$ cat config.mk
export PLATFORM = sky130hd
export DESIGN_NAME = rv_core
export DESIGN_NICKNAME = d
export VERILOG_FILES = /design/src/logic/rv_core_pkg.sv /design/src/logic/fetch_stage.sv /design/src/logic/decoder.sv /design/src/logic/reg_file.sv /design/src/logic/execute_stage.sv /design/src/logic/mem_access_stage.sv /design/src/logic/pipeline_ctrl.sv /design/src/logic/rv_core.sv
export SDC_FILE = /design/constraint.sdc
export NUM_CORES = 2
export LEC_CHECK = 0
export BUFFER_PORTS_ARGS = -buffer_cell sky130_fd_sc_hd__buf_2
export CAP_MARGIN = 20
export CORE_AREA = 2 2 451 453
export CTS_CLUSTER_DIAMETER = 120
export CTS_CLUSTER_SIZE = 40
export DETAILED_ROUTE_END_ITERATION = 7
export DIE_AREA = 0 0 453 455
export HOLD_SLACK_MARGIN = 0.08
export PLACE_DENSITY = 0.53
export SETUP_SLACK_MARGIN = 0.3
export SYNTH_ARGS = -nofsm -noshare
export SYNTH_HDL_FRONTEND = slang
export SYNTH_SLANG_ARGS = --single-unit
$ cat constraint.sdc
create_clock -name clk_i -period 5.6 [get_ports clk_i]
set_input_delay 0.28 -clock clk_i [delete_from_list [all_inputs] [get_ports clk_i]]
set_output_delay 0.28 -clock clk_i [all_outputs]
set_load 0.005 [all_outputs]
$ cat src/logic/rv_core_pkg.sv
// core widths, typedefs, opcode and ALU codes, pipeline stage structs
package rv_core_pkg;

    localparam int XLEN = 32;

    typedef logic [XLEN-1:0] word_t;
    typedef logic [4:0]      reg_addr_t;
    typedef logic [3:0]      alu_op_t;
    typedef logic [1:0]      branch_t;
    typedef logic [1:0]      fwd_sel_t;

    // --------------------
    // instruction encodings
    localparam logic [6:0] OPC_LUI    = 7'b0110111;
    localparam logic [6:0] OPC_OPIMM  = 7'b0010011;
    localparam logic [6:0] OPC_OP     = 7'b0110011;
    localparam logic [6:0] OPC_LOAD   = 7'b0000011;
    localparam logic [6:0] OPC_STORE  = 7'b0100011;
    localparam logic [6:0] OPC_BRANCH = 7'b1100011;
    localparam logic [6:0] OPC_JAL    = 7'b1101111;

    // addi x0, x0, 0
    localparam word_t NOP_INST = 32'h0000_0013;

    localparam alu_op_t ALU_ADD    = 4'd0;
    localparam alu_op_t ALU_SUB    = 4'd1;
    localparam alu_op_t ALU_AND    = 4'd2;
    localparam alu_op_t ALU_OR     = 4'd3;
    localparam alu_op_t ALU_XOR    = 4'd4;
    localparam alu_op_t ALU_SLT    = 4'd5;
    localparam alu_op_t ALU_PASS_B = 4'd6;

    localparam branch_t BR_NONE = 2'd0;
    localparam branch_t BR_EQ   = 2'd1;
    localparam branch_t BR_NE   = 2'd2;
    localparam branch_t BR_LT   = 2'd3;

    localparam fwd_sel_t FWD_REG = 2'd0;
    localparam fwd_sel_t FWD_MEM = 2'd1;
    localparam fwd_sel_t FWD_WB  = 2'd2;

    // --------------------
    // stage payloads
    typedef struct packed {
        alu_op_t alu_op;
        branch_t branch;
        logic    jump;
        logic    use_imm;
        logic    use_pc_src1;
        logic    mem_rd;
        logic    mem_wr;
        logic    reg_wr;
    } ctrl_t;

    typedef struct packed {
        ctrl_t     ctrl;
        reg_addr_t rs1;
        reg_addr_t rs2;
        reg_addr_t rd;
        word_t     imm;
    } dec_t;

    typedef struct packed {
        logic      mem_rd;
        logic      mem_wr;
        logic      reg_wr;
        logic      link;
        reg_addr_t rd;
        word_t     alu_res;
        word_t     store_data;
        word_t     link_addr;
    } ex_mem_t;

    typedef struct packed {
        logic      we;
        reg_addr_t rd;
        word_t     data;
    } wb_t;

endpackage

$ cat src/logic/fetch_stage.sv
// program counter and fetch/decode pipeline register
`timescale 1ns/100ps

module fetch_stage
    import rv_core_pkg::*;
#(
    parameter word_t RESET_PC = '0
) (
    input  logic  clk_i,
    input  logic  reset_i,
    input  logic  stall_i,
    input  logic  flush_i,
    input  logic  redirect_i,
    input  word_t target_i,
    input  word_t inst_i,
    output word_t pc_o,
    output word_t id_pc_o,
    output word_t id_inst_o
);

    word_t pc_q;
    word_t id_pc_q;
    word_t id_inst_q;

    // redirect wins over a load-use hold
    always_ff @(posedge clk_i) begin
        if (reset_i) begin
            pc_q <= RESET_PC;
        end else if (redirect_i) begin
            pc_q <= target_i;
        end else if (!stall_i) begin
            pc_q <= pc_q + 32'd4;
        end
    end

    always_ff @(posedge clk_i) begin
        if (reset_i || flush_i) begin
            id_inst_q <= NOP_INST;
        end else if (!stall_i) begin
            id_inst_q <= inst_i;
        end
    end

    always_ff @(posedge clk_i) begin
        if (!stall_i) begin
            id_pc_q <= pc_q;
        end
    end

    assign pc_o      = pc_q;
    assign id_pc_o   = id_pc_q;
    assign id_inst_o = id_inst_q;

endmodule

$ cat src/logic/decoder.sv
// instruction decode into control fields and immediate generation
`timescale 1ns/100ps

module decoder
    import rv_core_pkg::*;
(
    input  word_t inst_i,
    output dec_t  dec_o
);

    logic [6:0] opcode;
    logic [2:0] funct3;
    logic [6:0] funct7;
    word_t      imm_i;
    word_t      imm_s;
    word_t      imm_b;
    word_t      imm_u;
    word_t      imm_j;
    logic       op_ok;
    alu_op_t    op_alu;
    branch_t    br_cond;

    assign opcode = inst_i[6:0];
    assign funct3 = inst_i[14:12];
    assign funct7 = inst_i[31:25];

    // --------------------
    // immediates
    assign imm_i = {{20{inst_i[31]}}, inst_i[31:20]};
    assign imm_s = {{20{inst_i[31]}}, inst_i[31:25], inst_i[11:7]};
    assign imm_b = {{19{inst_i[31]}}, inst_i[31], inst_i[7], inst_i[30:25], inst_i[11:8], 1'b0};
    assign imm_u = {inst_i[31:12], 12'b0};
    assign imm_j = {{11{inst_i[31]}}, inst_i[31], inst_i[19:12], inst_i[20], inst_i[30:21], 1'b0};

    // register-register ops
    always_comb begin
        op_ok  = (funct7 == 7'h00) || (funct7 == 7'h20 && funct3 == 3'b000);
        op_alu = ALU_ADD;
        case (funct3)
            3'b000:  op_alu = funct7[5] ? ALU_SUB : ALU_ADD;
            3'b010:  op_alu = ALU_SLT;
            3'b100:  op_alu = ALU_XOR;
            3'b110:  op_alu = ALU_OR;
            3'b111:  op_alu = ALU_AND;
            default: op_ok = 1'b0;
        endcase
    end

    always_comb begin
        case (funct3)
            3'b000:  br_cond = BR_EQ;
            3'b001:  br_cond = BR_NE;
            3'b100:  br_cond = BR_LT;
            default: br_cond = BR_NONE;
        endcase
    end

    // unused source fields stay at x0 so hazard checks ignore them
    always_comb begin
        dec_o = '0;
        case (opcode)
            OPC_LUI: begin
                dec_o.ctrl.alu_op  = ALU_PASS_B;
                dec_o.ctrl.use_imm = 1'b1;
                dec_o.ctrl.reg_wr  = 1'b1;
                dec_o.rd           = inst_i[11:7];
                dec_o.imm          = imm_u;
            end
            OPC_OPIMM, OPC_LOAD: begin
                if (funct3 == (opcode == OPC_LOAD ? 3'b010 : 3'b000)) begin
                    dec_o.ctrl.use_imm = 1'b1;
                    dec_o.ctrl.mem_rd  = (opcode == OPC_LOAD);
                    dec_o.ctrl.reg_wr  = 1'b1;
                    dec_o.rs1          = inst_i[19:15];
                    dec_o.rd           = inst_i[11:7];
                    dec_o.imm          = imm_i;
                end
            end
            OPC_OP: begin
                if (op_ok) begin
                    dec_o.ctrl.alu_op = op_alu;
                    dec_o.ctrl.reg_wr = 1'b1;
                    dec_o.rs1         = inst_i[19:15];
                    dec_o.rs2         = inst_i[24:20];
                    dec_o.rd          = inst_i[11:7];
                end
            end
            OPC_STORE: begin
                if (funct3 == 3'b010) begin
                    dec_o.ctrl.use_imm = 1'b1;
                    dec_o.ctrl.mem_wr  = 1'b1;
                    dec_o.rs1          = inst_i[19:15];
                    dec_o.rs2          = inst_i[24:20];
                    dec_o.imm          = imm_s;
                end
            end
            OPC_BRANCH: begin
                if (br_cond != BR_NONE) begin
                    dec_o.ctrl.alu_op = ALU_SUB;
                    dec_o.ctrl.branch = br_cond;
                    dec_o.rs1         = inst_i[19:15];
                    dec_o.rs2         = inst_i[24:20];
                    dec_o.imm         = imm_b;
                end
            end
            OPC_JAL: begin
                dec_o.ctrl.jump        = 1'b1;
                dec_o.ctrl.use_imm     = 1'b1;
                dec_o.ctrl.use_pc_src1 = 1'b1;
                dec_o.ctrl.reg_wr      = 1'b1;
                dec_o.rd               = inst_i[11:7];
                dec_o.imm              = imm_j;
            end
            default: dec_o = '0;
        endcase
    end

endmodule

$ cat src/logic/reg_file.sv
// integer register file, two read ports and one write port
`timescale 1ns/100ps

module reg_file
    import rv_core_pkg::*;
(
    input  logic      clk_i,
    input  logic      reset_i,
    input  reg_addr_t rs1_i,
    input  reg_addr_t rs2_i,
    output word_t     rs1_data_o,
    output word_t     rs2_data_o,
    input  wb_t       wb_i
);

    // x0 has no storage
    word_t regs [1:31];

    always_ff @(posedge clk_i) begin
        if (reset_i) begin
            for (int i = 1; i < 32; i++) begin
                regs[i] <= '0;
            end
        end else if (wb_i.we && wb_i.rd != '0) begin
            regs[wb_i.rd] <= wb_i.data;
        end
    end

    assign rs1_data_o = (rs1_i == '0) ? '0 : regs[rs1_i];
    assign rs2_data_o = (rs2_i == '0) ? '0 : regs[rs2_i];

endmodule

$ cat src/logic/execute_stage.sv
// decode/execute register, operand forwarding, ALU and branch resolution
`timescale 1ns/100ps

module execute_stage
    import rv_core_pkg::*;
(
    input  logic     clk_i,
    input  logic     reset_i,
    input  logic     flush_i,
    input  dec_t     dec_i,
    input  word_t    pc_i,
    input  word_t    rs1_data_i,
    input  word_t    rs2_data_i,
    input  fwd_sel_t fwd_a_i,
    input  fwd_sel_t fwd_b_i,
    input  wb_t      mem_fwd_i,
    input  wb_t      wb_fwd_i,
    output dec_t     id_ex_ctrl_o,
    output logic     redirect_o,
    output word_t    target_o,
    output ex_mem_t  ex_mem_o
);

    dec_t  ex_q;
    word_t pc_q;
    word_t rs1_q;
    word_t rs2_q;
    word_t op_a;
    word_t op_b;
    word_t src1;
    word_t src2;
    word_t alu_res;
    logic  taken;

    // register file write that lands on the same edge as this capture
    function automatic word_t wb_bypass(reg_addr_t idx, word_t rd_data, wb_t wb);
        if (wb.we && wb.rd != '0 && wb.rd == idx) begin
            return wb.data;
        end
        return rd_data;
    endfunction

    function automatic word_t fwd_pick(fwd_sel_t sel, word_t reg_val, wb_t mem_fwd, wb_t wb);
        case (sel)
            FWD_MEM: return mem_fwd.data;
            FWD_WB:  return wb.data;
            default: return reg_val;
        endcase
    endfunction

    always_ff @(posedge clk_i) begin
        if (reset_i || flush_i) begin
            ex_q <= '0;
        end else begin
            ex_q <= dec_i;
        end
    end

    always_ff @(posedge clk_i) begin
        pc_q  <= pc_i;
        rs1_q <= wb_bypass(dec_i.rs1, rs1_data_i, wb_fwd_i);
        rs2_q <= wb_bypass(dec_i.rs2, rs2_data_i, wb_fwd_i);
    end

    // --------------------
    // operands and ALU
    assign op_a = fwd_pick(fwd_a_i, rs1_q, mem_fwd_i, wb_fwd_i);
    assign op_b = fwd_pick(fwd_b_i, rs2_q, mem_fwd_i, wb_fwd_i);
    assign src1 = ex_q.ctrl.use_pc_src1 ? pc_q : op_a;
    assign src2 = ex_q.ctrl.use_imm ? ex_q.imm : op_b;

    always_comb begin
        case (ex_q.ctrl.alu_op)
            ALU_ADD:    alu_res = src1 + src2;
            ALU_SUB:    alu_res = src1 - src2;
            ALU_AND:    alu_res = src1 & src2;
            ALU_OR:     alu_res = src1 | src2;
            ALU_XOR:    alu_res = src1 ^ src2;
            ALU_SLT:    alu_res = word_t'($signed(src1) < $signed(src2));
            ALU_PASS_B: alu_res = src2;
            default:    alu_res = '0;
        endcase
    end

    always_comb begin
        case (ex_q.ctrl.branch)
            BR_EQ:   taken = (op_a == op_b);
            BR_NE:   taken = (op_a != op_b);
            BR_LT:   taken = ($signed(op_a) < $signed(op_b));
            default: taken = 1'b0;
        endcase
    end

    assign redirect_o   = taken | ex_q.ctrl.jump;
    assign target_o     = pc_q + ex_q.imm;
    assign id_ex_ctrl_o = ex_q;

    assign ex_mem_o = '{
        mem_rd:     ex_q.ctrl.mem_rd,
        mem_wr:     ex_q.ctrl.mem_wr,
        reg_wr:     ex_q.ctrl.reg_wr,
        link:       ex_q.ctrl.jump,
        rd:         ex_q.rd,
        alu_res:    alu_res,
        store_data: op_b,
        link_addr:  pc_q + 32'd4
    };

endmodule

$ cat src/logic/mem_access_stage.sv
// execute/access register, data memory strobes, result select, write-back register
`timescale 1ns/100ps

module mem_access_stage
    import rv_core_pkg::*;
(
    input  logic    clk_i,
    input  logic    reset_i,
    input  ex_mem_t ex_mem_i,
    input  word_t   data_mem_rdata_i,
    output logic    data_mem_req_o,
    output logic    data_mem_wr_en_o,
    output word_t   data_mem_addr_o,
    output word_t   data_mem_wdata_o,
    output wb_t     mem_fwd_o,
    output wb_t     wb_o
);

    ex_mem_t am_q;
    wb_t     wb_q;
    word_t   result;

    always_ff @(posedge clk_i) begin
        if (reset_i) begin
            am_q <= '0;
        end else begin
            am_q <= ex_mem_i;
        end
    end

    // --------------------
    // memory strobes
    assign data_mem_req_o   = am_q.mem_rd | am_q.mem_wr;
    assign data_mem_wr_en_o = am_q.mem_wr;
    assign data_mem_addr_o  = am_q.alu_res;
    assign data_mem_wdata_o = am_q.store_data;

    // load data, then link, then alu
    assign result = am_q.mem_rd ? data_mem_rdata_i :
                    am_q.link   ? am_q.link_addr   : am_q.alu_res;

    assign mem_fwd_o = '{we: am_q.reg_wr, rd: am_q.rd, data: result};

    always_ff @(posedge clk_i) begin
        if (reset_i) begin
            wb_q <= '0;
        end else begin
            wb_q <= mem_fwd_o;
        end
    end

    assign wb_o = wb_q;

endmodule

$ cat src/logic/pipeline_ctrl.sv
// hazard detection: forward selects, load-use stall and flushes
`timescale 1ns/100ps

module pipeline_ctrl
    import rv_core_pkg::*;
(
    input  reg_addr_t id_rs1_i,
    input  reg_addr_t id_rs2_i,
    input  dec_t      id_ex_ctrl_i,
    input  wb_t       mem_fwd_i,
    input  wb_t       wb_i,
    input  logic      redirect_i,
    output logic      stall_o,
    output logic      flush_id_o,
    output logic      flush_ex_o,
    output fwd_sel_t  fwd_a_o,
    output fwd_sel_t  fwd_b_o
);

    // youngest producer first
    function automatic fwd_sel_t fwd_src(reg_addr_t src, wb_t mem_fwd, wb_t wb);
        if (src == '0) begin
            return FWD_REG;
        end
        if (mem_fwd.we && mem_fwd.rd == src) begin
            return FWD_MEM;
        end
        if (wb.we && wb.rd == src) begin
            return FWD_WB;
        end
        return FWD_REG;
    endfunction

    assign fwd_a_o = fwd_src(id_ex_ctrl_i.rs1, mem_fwd_i, wb_i);
    assign fwd_b_o = fwd_src(id_ex_ctrl_i.rs2, mem_fwd_i, wb_i);

    // load in execute feeding the instruction in decode
    assign stall_o = id_ex_ctrl_i.ctrl.mem_rd && id_ex_ctrl_i.rd != '0 &&
                     (id_ex_ctrl_i.rd == id_rs1_i || id_ex_ctrl_i.rd == id_rs2_i);

    assign flush_id_o = redirect_i;
    assign flush_ex_o = redirect_i | stall_o;

endmodule

$ cat src/logic/rv_core.sv
// five-stage RV32I subset core, stage instances and interconnect
`timescale 1ns/100ps

module rv_core
    import rv_core_pkg::*;
#(
    parameter word_t RESET_PC = '0
) (
    input  logic  clk_i,
    input  logic  reset_i,
    input  word_t inst_i,
    output word_t pc_o,
    input  word_t data_mem_rdata_i,
    output logic  data_mem_req_o,
    output logic  data_mem_wr_en_o,
    output word_t data_mem_addr_o,
    output word_t data_mem_wdata_o
);

    word_t    id_pc;
    word_t    id_inst;
    dec_t     id_dec;
    word_t    rs1_data;
    word_t    rs2_data;
    dec_t     id_ex_ctrl;
    logic     redirect;
    word_t    target;
    ex_mem_t  ex_mem;
    wb_t      mem_fwd;
    wb_t      wb;
    logic     stall;
    logic     flush_id;
    logic     flush_ex;
    fwd_sel_t fwd_a;
    fwd_sel_t fwd_b;

    fetch_stage #(.RESET_PC(RESET_PC)) u_fetch_stage (
        .clk_i      (clk_i),      .reset_i   (reset_i),
        .stall_i    (stall),      .flush_i   (flush_id),
        .redirect_i (redirect),   .target_i  (target),
        .inst_i     (inst_i),     .pc_o      (pc_o),
        .id_pc_o    (id_pc),      .id_inst_o (id_inst)
    );

    decoder u_decoder (.inst_i(id_inst), .dec_o(id_dec));

    reg_file u_reg_file (
        .clk_i      (clk_i),      .reset_i    (reset_i),
        .rs1_i      (id_dec.rs1), .rs2_i      (id_dec.rs2),
        .rs1_data_o (rs1_data),   .rs2_data_o (rs2_data),
        .wb_i       (wb)
    );

    execute_stage u_execute_stage (
        .clk_i      (clk_i),      .reset_i      (reset_i),
        .flush_i    (flush_ex),   .dec_i        (id_dec),
        .pc_i       (id_pc),      .rs1_data_i   (rs1_data),
        .rs2_data_i (rs2_data),   .fwd_a_i      (fwd_a),
        .fwd_b_i    (fwd_b),      .mem_fwd_i    (mem_fwd),
        .wb_fwd_i   (wb),         .id_ex_ctrl_o (id_ex_ctrl),
        .redirect_o (redirect),   .target_o     (target),
        .ex_mem_o   (ex_mem)
    );

    mem_access_stage u_mem_access_stage (
        .clk_i            (clk_i),            .reset_i          (reset_i),
        .ex_mem_i         (ex_mem),           .data_mem_rdata_i (data_mem_rdata_i),
        .data_mem_req_o   (data_mem_req_o),   .data_mem_wr_en_o (data_mem_wr_en_o),
        .data_mem_addr_o  (data_mem_addr_o),  .data_mem_wdata_o (data_mem_wdata_o),
        .mem_fwd_o        (mem_fwd),          .wb_o             (wb)
    );

    pipeline_ctrl u_pipeline_ctrl (
        .id_rs1_i     (id_dec.rs1), .id_rs2_i   (id_dec.rs2),
        .id_ex_ctrl_i (id_ex_ctrl), .mem_fwd_i  (mem_fwd),
        .wb_i         (wb),         .redirect_i (redirect),
        .stall_o      (stall),      .flush_id_o (flush_id),
        .flush_ex_o   (flush_ex),   .fwd_a_o    (fwd_a),
        .fwd_b_o      (fwd_b)
    );

endmodule

==> metrics.md <==
| Metric | Value |
|---|---|
| Gate power share | `10.8%` |
| Area after DPL | `86000 um2` |
| Switching power | `5.19 mW` |
| Post-synthesis cell type count | `94` |
| Most frequent cell on the critical path | `buf_4` |
| Largest net degree at the start of global routing | `99` |
| Seq/Total Area, Yosys | `48.6%` |
| Die X | `453 um` |
| CP max stage delay | `0.46 ns` |
| Least-Margin Pin Slew | `1.24 ns` |
| Internal power | `14.1 mW` |
| PwrDens | `218 nW/um2` |
| Peak VDD IR | `0.236 mV` |
| Hold WS | `0.110 ns` |
| Crit path kind | `register to register` |
| Residual DRC count | `0` |
| CP Capture Type | `register` |
| Worst slew margin | `17.4%` |
| Fin crit share | `91.3%` |
| Clk_lat worst skew | `0.79 ns` |
| Reg power frac | `60.8%` |
| Outcome | `finished clean` |
| Nets@finish | `8438` |
| Vias/cell | `6.07` |
| Vias | `66300` |
| Row count | `165` |
| Max-cap violations | `0` |
| Skew final | `0.0790 ns` |
| Routability Congestion | `0.982` |
| Io pins | `164` |
| Initial core utilization | `39.8%` |
| First-pass GRT wire length | `480000 um` |
| Detail Route Antenna Nets | `0` |
| Crit-path slowest cell | `fa_1` |
| Design area | `88700 um2` |
| Clk buf depth | `3` |
| RSZ-0062 raised after global routing | `yes` |
| I/O Buffers | `163` |
| CTS sink cnt | `1416` |
| Synth Flop Type | `edfxtp_1` |
| Min cycle time layout | `5.11 ns` |
| Routed WL per cell | `31.7 um` |
| Cells after synthesis | `8098` |
| # setup viols final | `0` |
| Number of synthesized flops with an enable pin | `1056` |
| Initial antenna violation count | `34` |
| Worst setup SP type | `register` |
| Synthesized area per cell | `9.88 um2` |
| Layout cell share with drive strength beyond 1 | `13.5%` |
| Synth async-reset ratio | `0%` |
| CTS Buf Count | `47` |
| CTS root buffer | `clkbuf_16` |
| Register bit total from synthesis | `1416` |
| Gr usage total | `32.7%` |
| Gr ovfl total | `0` |
| Iter 0 DRT Violations | `9778` |
| Vias in the first global route | `62800` |
| Total core area | `201000 um2` |
| Post-Syn Area | `80000 um2` |
| Chip height | `455 um` |
| Switching share of power | `26.9%` |
| H-tree lvl count | `2` |
| Worst-path clk slew | `0.15 ns` |
| Clock power share | `28.3%` |
| CP Max Fanout | `4` |
| P&R area growth vs syn | `10.9%` |
| Yosys Warn Count | `0` |
| Worst Path Arrival | `5.76 ns` |
| Final Core Density | `44.1%` |
| CTS tree | `done` |
| Drt pass-1 iters | `6` |
| Filler Cell Count | `19100` |
| Die area | `206000 um2` |
| Fmax | `0.196 GHz` |
| Worst hold path class | `input port to register` |
| Leakage Power | `32.0 nW` |
| Final wirelength | `346000 um` |
| Data required, critical path | `6.25 ns` |
| Final number of hold-violating endpoints | `0` |
| Tot Pwr | `19.3 mW` |
| Hpwl dp | `226000 um` |
| Max-slew violation count | `0` |
## layout by cell type, fill, tap and decap left out, drive strengths merged, types with 14 or more instances in the layout
| cell type | netlist | routed |
|---|---|---|
| nand2 | 1344 | 1344 |
| edfxtp | 1056 | 1056 |
| and2 | 977 | 977 |
| buf | 257 | 720 |
| mux2i | 691 | 691 |
| nand3 | 604 | 604 |
| dfxtp | 360 | 360 |
| nor2 | 358 | 358 |
| o21ai | 200 | 200 |
| a21oi | 189 | 189 |
| ha | 162 | 162 |
| inv | 126 | 135 |
| a31oi | 115 | 115 |
| xnor2 | 106 | 106 |
| a22oi | 96 | 96 |
| nor3 | 89 | 89 |
| nand4 | 70 | 70 |
| and3 | 65 | 65 |
| nor2b | 60 | 60 |
| clkbuf | 481 | 60 |
| a32oi | 57 | 57 |
| a221oi | 56 | 56 |
| mux4 | 55 | 55 |
| dlygate4sd3 | 0 | 47 |
| or2 | 46 | 46 |
| a32o | 45 | 45 |
| mux2 | 40 | 40 |
| a211oi | 39 | 39 |
| xor2 | 35 | 35 |
| conb | 1 | 32 |
| a221o | 31 | 31 |
| o211ai | 24 | 24 |
| a21o | 23 | 23 |
| nand2b | 19 | 19 |
| a211o | 18 | 18 |
| or3 | 17 | 17 |
| o21bai | 15 | 15 |
| o22ai | 14 | 14 |
| o21a | 14 | 14 |
## metrics by stage
stage | setup slack (ns) | cells | TNS (ns)
2_1_floorplan | 0.323 | 8129 | 0
3_3_place_gp | -0.0388 | 10800 | -0.0732
3_5_place_dp | -0.0451 | 10800 | -0.128
4_1_cts | 0.292 | 10900 | 0
5_1_grt | 0.267 | 10900 | 0
6_report | 0.487 | 10900 | 0
## power by group through the flow
stage | sequential, mW | combinational [mW] | clock (mW)
after global placement | 12.0 | 1.90 | 0
after floorplan | 11.9 | 1.06 | 0
after global routing | 11.8 | 2.20 | 5.81
after CTS | 11.8 | 1.99 | 5.52
final | 11.8 | 2.10 | 5.48
after detailed placement | 12.0 | 1.92 | 0
## registers in the layout, indices dropped and copies added (netlist names)
register and flops:
u_mem_access_stage.mem_fwd_o 6, u_execute_stage.id_ex_ctrl_o 48, u_mem_access_stage.wb_o 38, u_reg_file.regs 1024, u_execute_stage.pc_q 32, u_execute_stage.ex_mem_o 9
u_execute_stage.rs2_q 32, u_mem_access_stage.data_mem_addr_o 32, u_mem_access_stage.data_mem_wdata_o 32, u_fetch_stage.id_pc_o 32, u_mem_access_stage.am_q 34, u_fetch_stage.id_inst_o 32
u_execute_stage.rs1_q 32, u_mem_access_stage.data_mem_wr_en_o 1, u_fetch_stage.pc_o 32
## cell type report
class	count	area, um2	area share [%]
Antenna cell	13	32.5	0.0367
Clock buffer	60	1270	1.43
Clock inverter	25	369	0.416
Inverter	127	477	0.537
Multi-Input combinational cell	5848	38200	43.1
Sequential cell	1416	38900	43.9
Tap cell	2672	3340	3.77
Timing Repair Buffer	767	6090	6.87
## final timing paths
path         depth (start not counted)                                        start  slack (ns)                                           endpoint
max                                 27  u_execute_stage.id_ex_ctrl_o[41]$_SDFF_PP0_        0.49  u_mem_access_stage.data_mem_addr_o[24]$_SDFF_PP0_
min                                  4                          data_mem_rdata_i[0]        0.11              u_mem_access_stage.wb_o[0]$_SDFF_PP0_
max reg2reg                         27  u_execute_stage.id_ex_ctrl_o[41]$_SDFF_PP0_        0.49  u_mem_access_stage.data_mem_addr_o[24]$_SDFF_PP0_
min reg2reg                          0           u_fetch_stage.id_pc_o[0]$_DFFE_PN_        0.35                    u_execute_stage.pc_q[0]$_DFF_P_
## Yosys cell counts (all sizes together), types with 8 or more instances
| master | n | share of area, % |
|---|---|---|
| a2111oi | 11 | 0.13 |
| o21ai | 200 | 1.3 |
| a32o | 45 | 0.56 |
| nor2b | 60 | 0.47 |
| a32oi | 57 | 0.63 |
| and3 | 65 | 0.51 |
| o211ai | 24 | 0.23 |
| nand3 | 604 | 3.8 |
| nand2 | 1344 | 6.3 |
| o21bai | 15 | 0.14 |
| nand4 | 70 | 0.55 |
| nor3 | 89 | 0.60 |
| o31ai | 13 | 0.12 |
| or2 | 46 | 0.36 |
| or3 | 17 | 0.13 |
| a221oi | 56 | 0.61 |
| a31oi | 115 | 0.90 |
| buf | 257 | 2.0 |
| xnor2 | 106 | 1.2 |
| a221o | 31 | 0.39 |
| mux2i | 691 | 8.6 |
| o22ai | 14 | 0.11 |
| a311oi | 13 | 0.14 |
| dfxtp | 360 | 9.0 |
| a21o | 23 | 0.22 |
| a211oi | 39 | 0.37 |
| a22oi | 96 | 0.91 |
| a21oi | 189 | 1.2 |
| mux2 | 40 | 0.56 |
| nand2b | 19 | 0.15 |
| xor2 | 35 | 0.38 |
| and4 | 8 | 0.088 |
| ha | 162 | 2.5 |
| inv | 126 | 0.59 |
| a311o | 10 | 0.13 |
| mux4 | 55 | 1.5 |
| and2 | 977 | 7.6 |
| a211o | 18 | 0.20 |
| clkbuf | 481 | 2.3 |
| o21a | 14 | 0.13 |
| nor2 | 358 | 1.7 |
| nor4 | 13 | 0.12 |
| edfxtp | 1056 | 40 |
## per-layer routing
metal / wire [um] / GRT usage (%)
met3: 36400 / 7.44
met2: 150000 / 49.3
met5: 64 / 0
met4: 18600 / 15.3
met1: 141000 / 44.4
## worst max-delay path: cells and delay by family (launching register included)
family / cells / cell delay [ns]
flip-flops: 1 / 0.35
AO/OA/AOI/OAI: 12 / 2.11
adder cells (fa/ha/maj): 3 / 0.90
AND/OR/NAND/NOR: 6 / 0.95
buffers and inverters: 6 / 0.68
## timing repair
action | 4_1_cts | 5_1_grt
buffers inserted | 1 | 8
hold endpoints to repair | 64 | 0
hold buffers | 47 | 0
gates resized for setup | 37 | 99
pin swaps | 4 | 24
setup endpoints to repair | 30 | 118
## kinds of logic (layout without fill, tap and decap cells)
family	after synthesis	in the layout	share of synthesized area, %
AOI/OAI and AO/OA	1029	1029	8.90
xor gates and xnor gates	141	141	1.54
adders and majority gates	165	165	2.61
buffers and inverters	865	979	4.88
DFF	1416	1416	48.6
muxes	786	786	10.8
other	1	45	0.00469
and+or+nand+nor	3695	3695	22.7
Note: power is estimated with default switching activity, not from simulation.
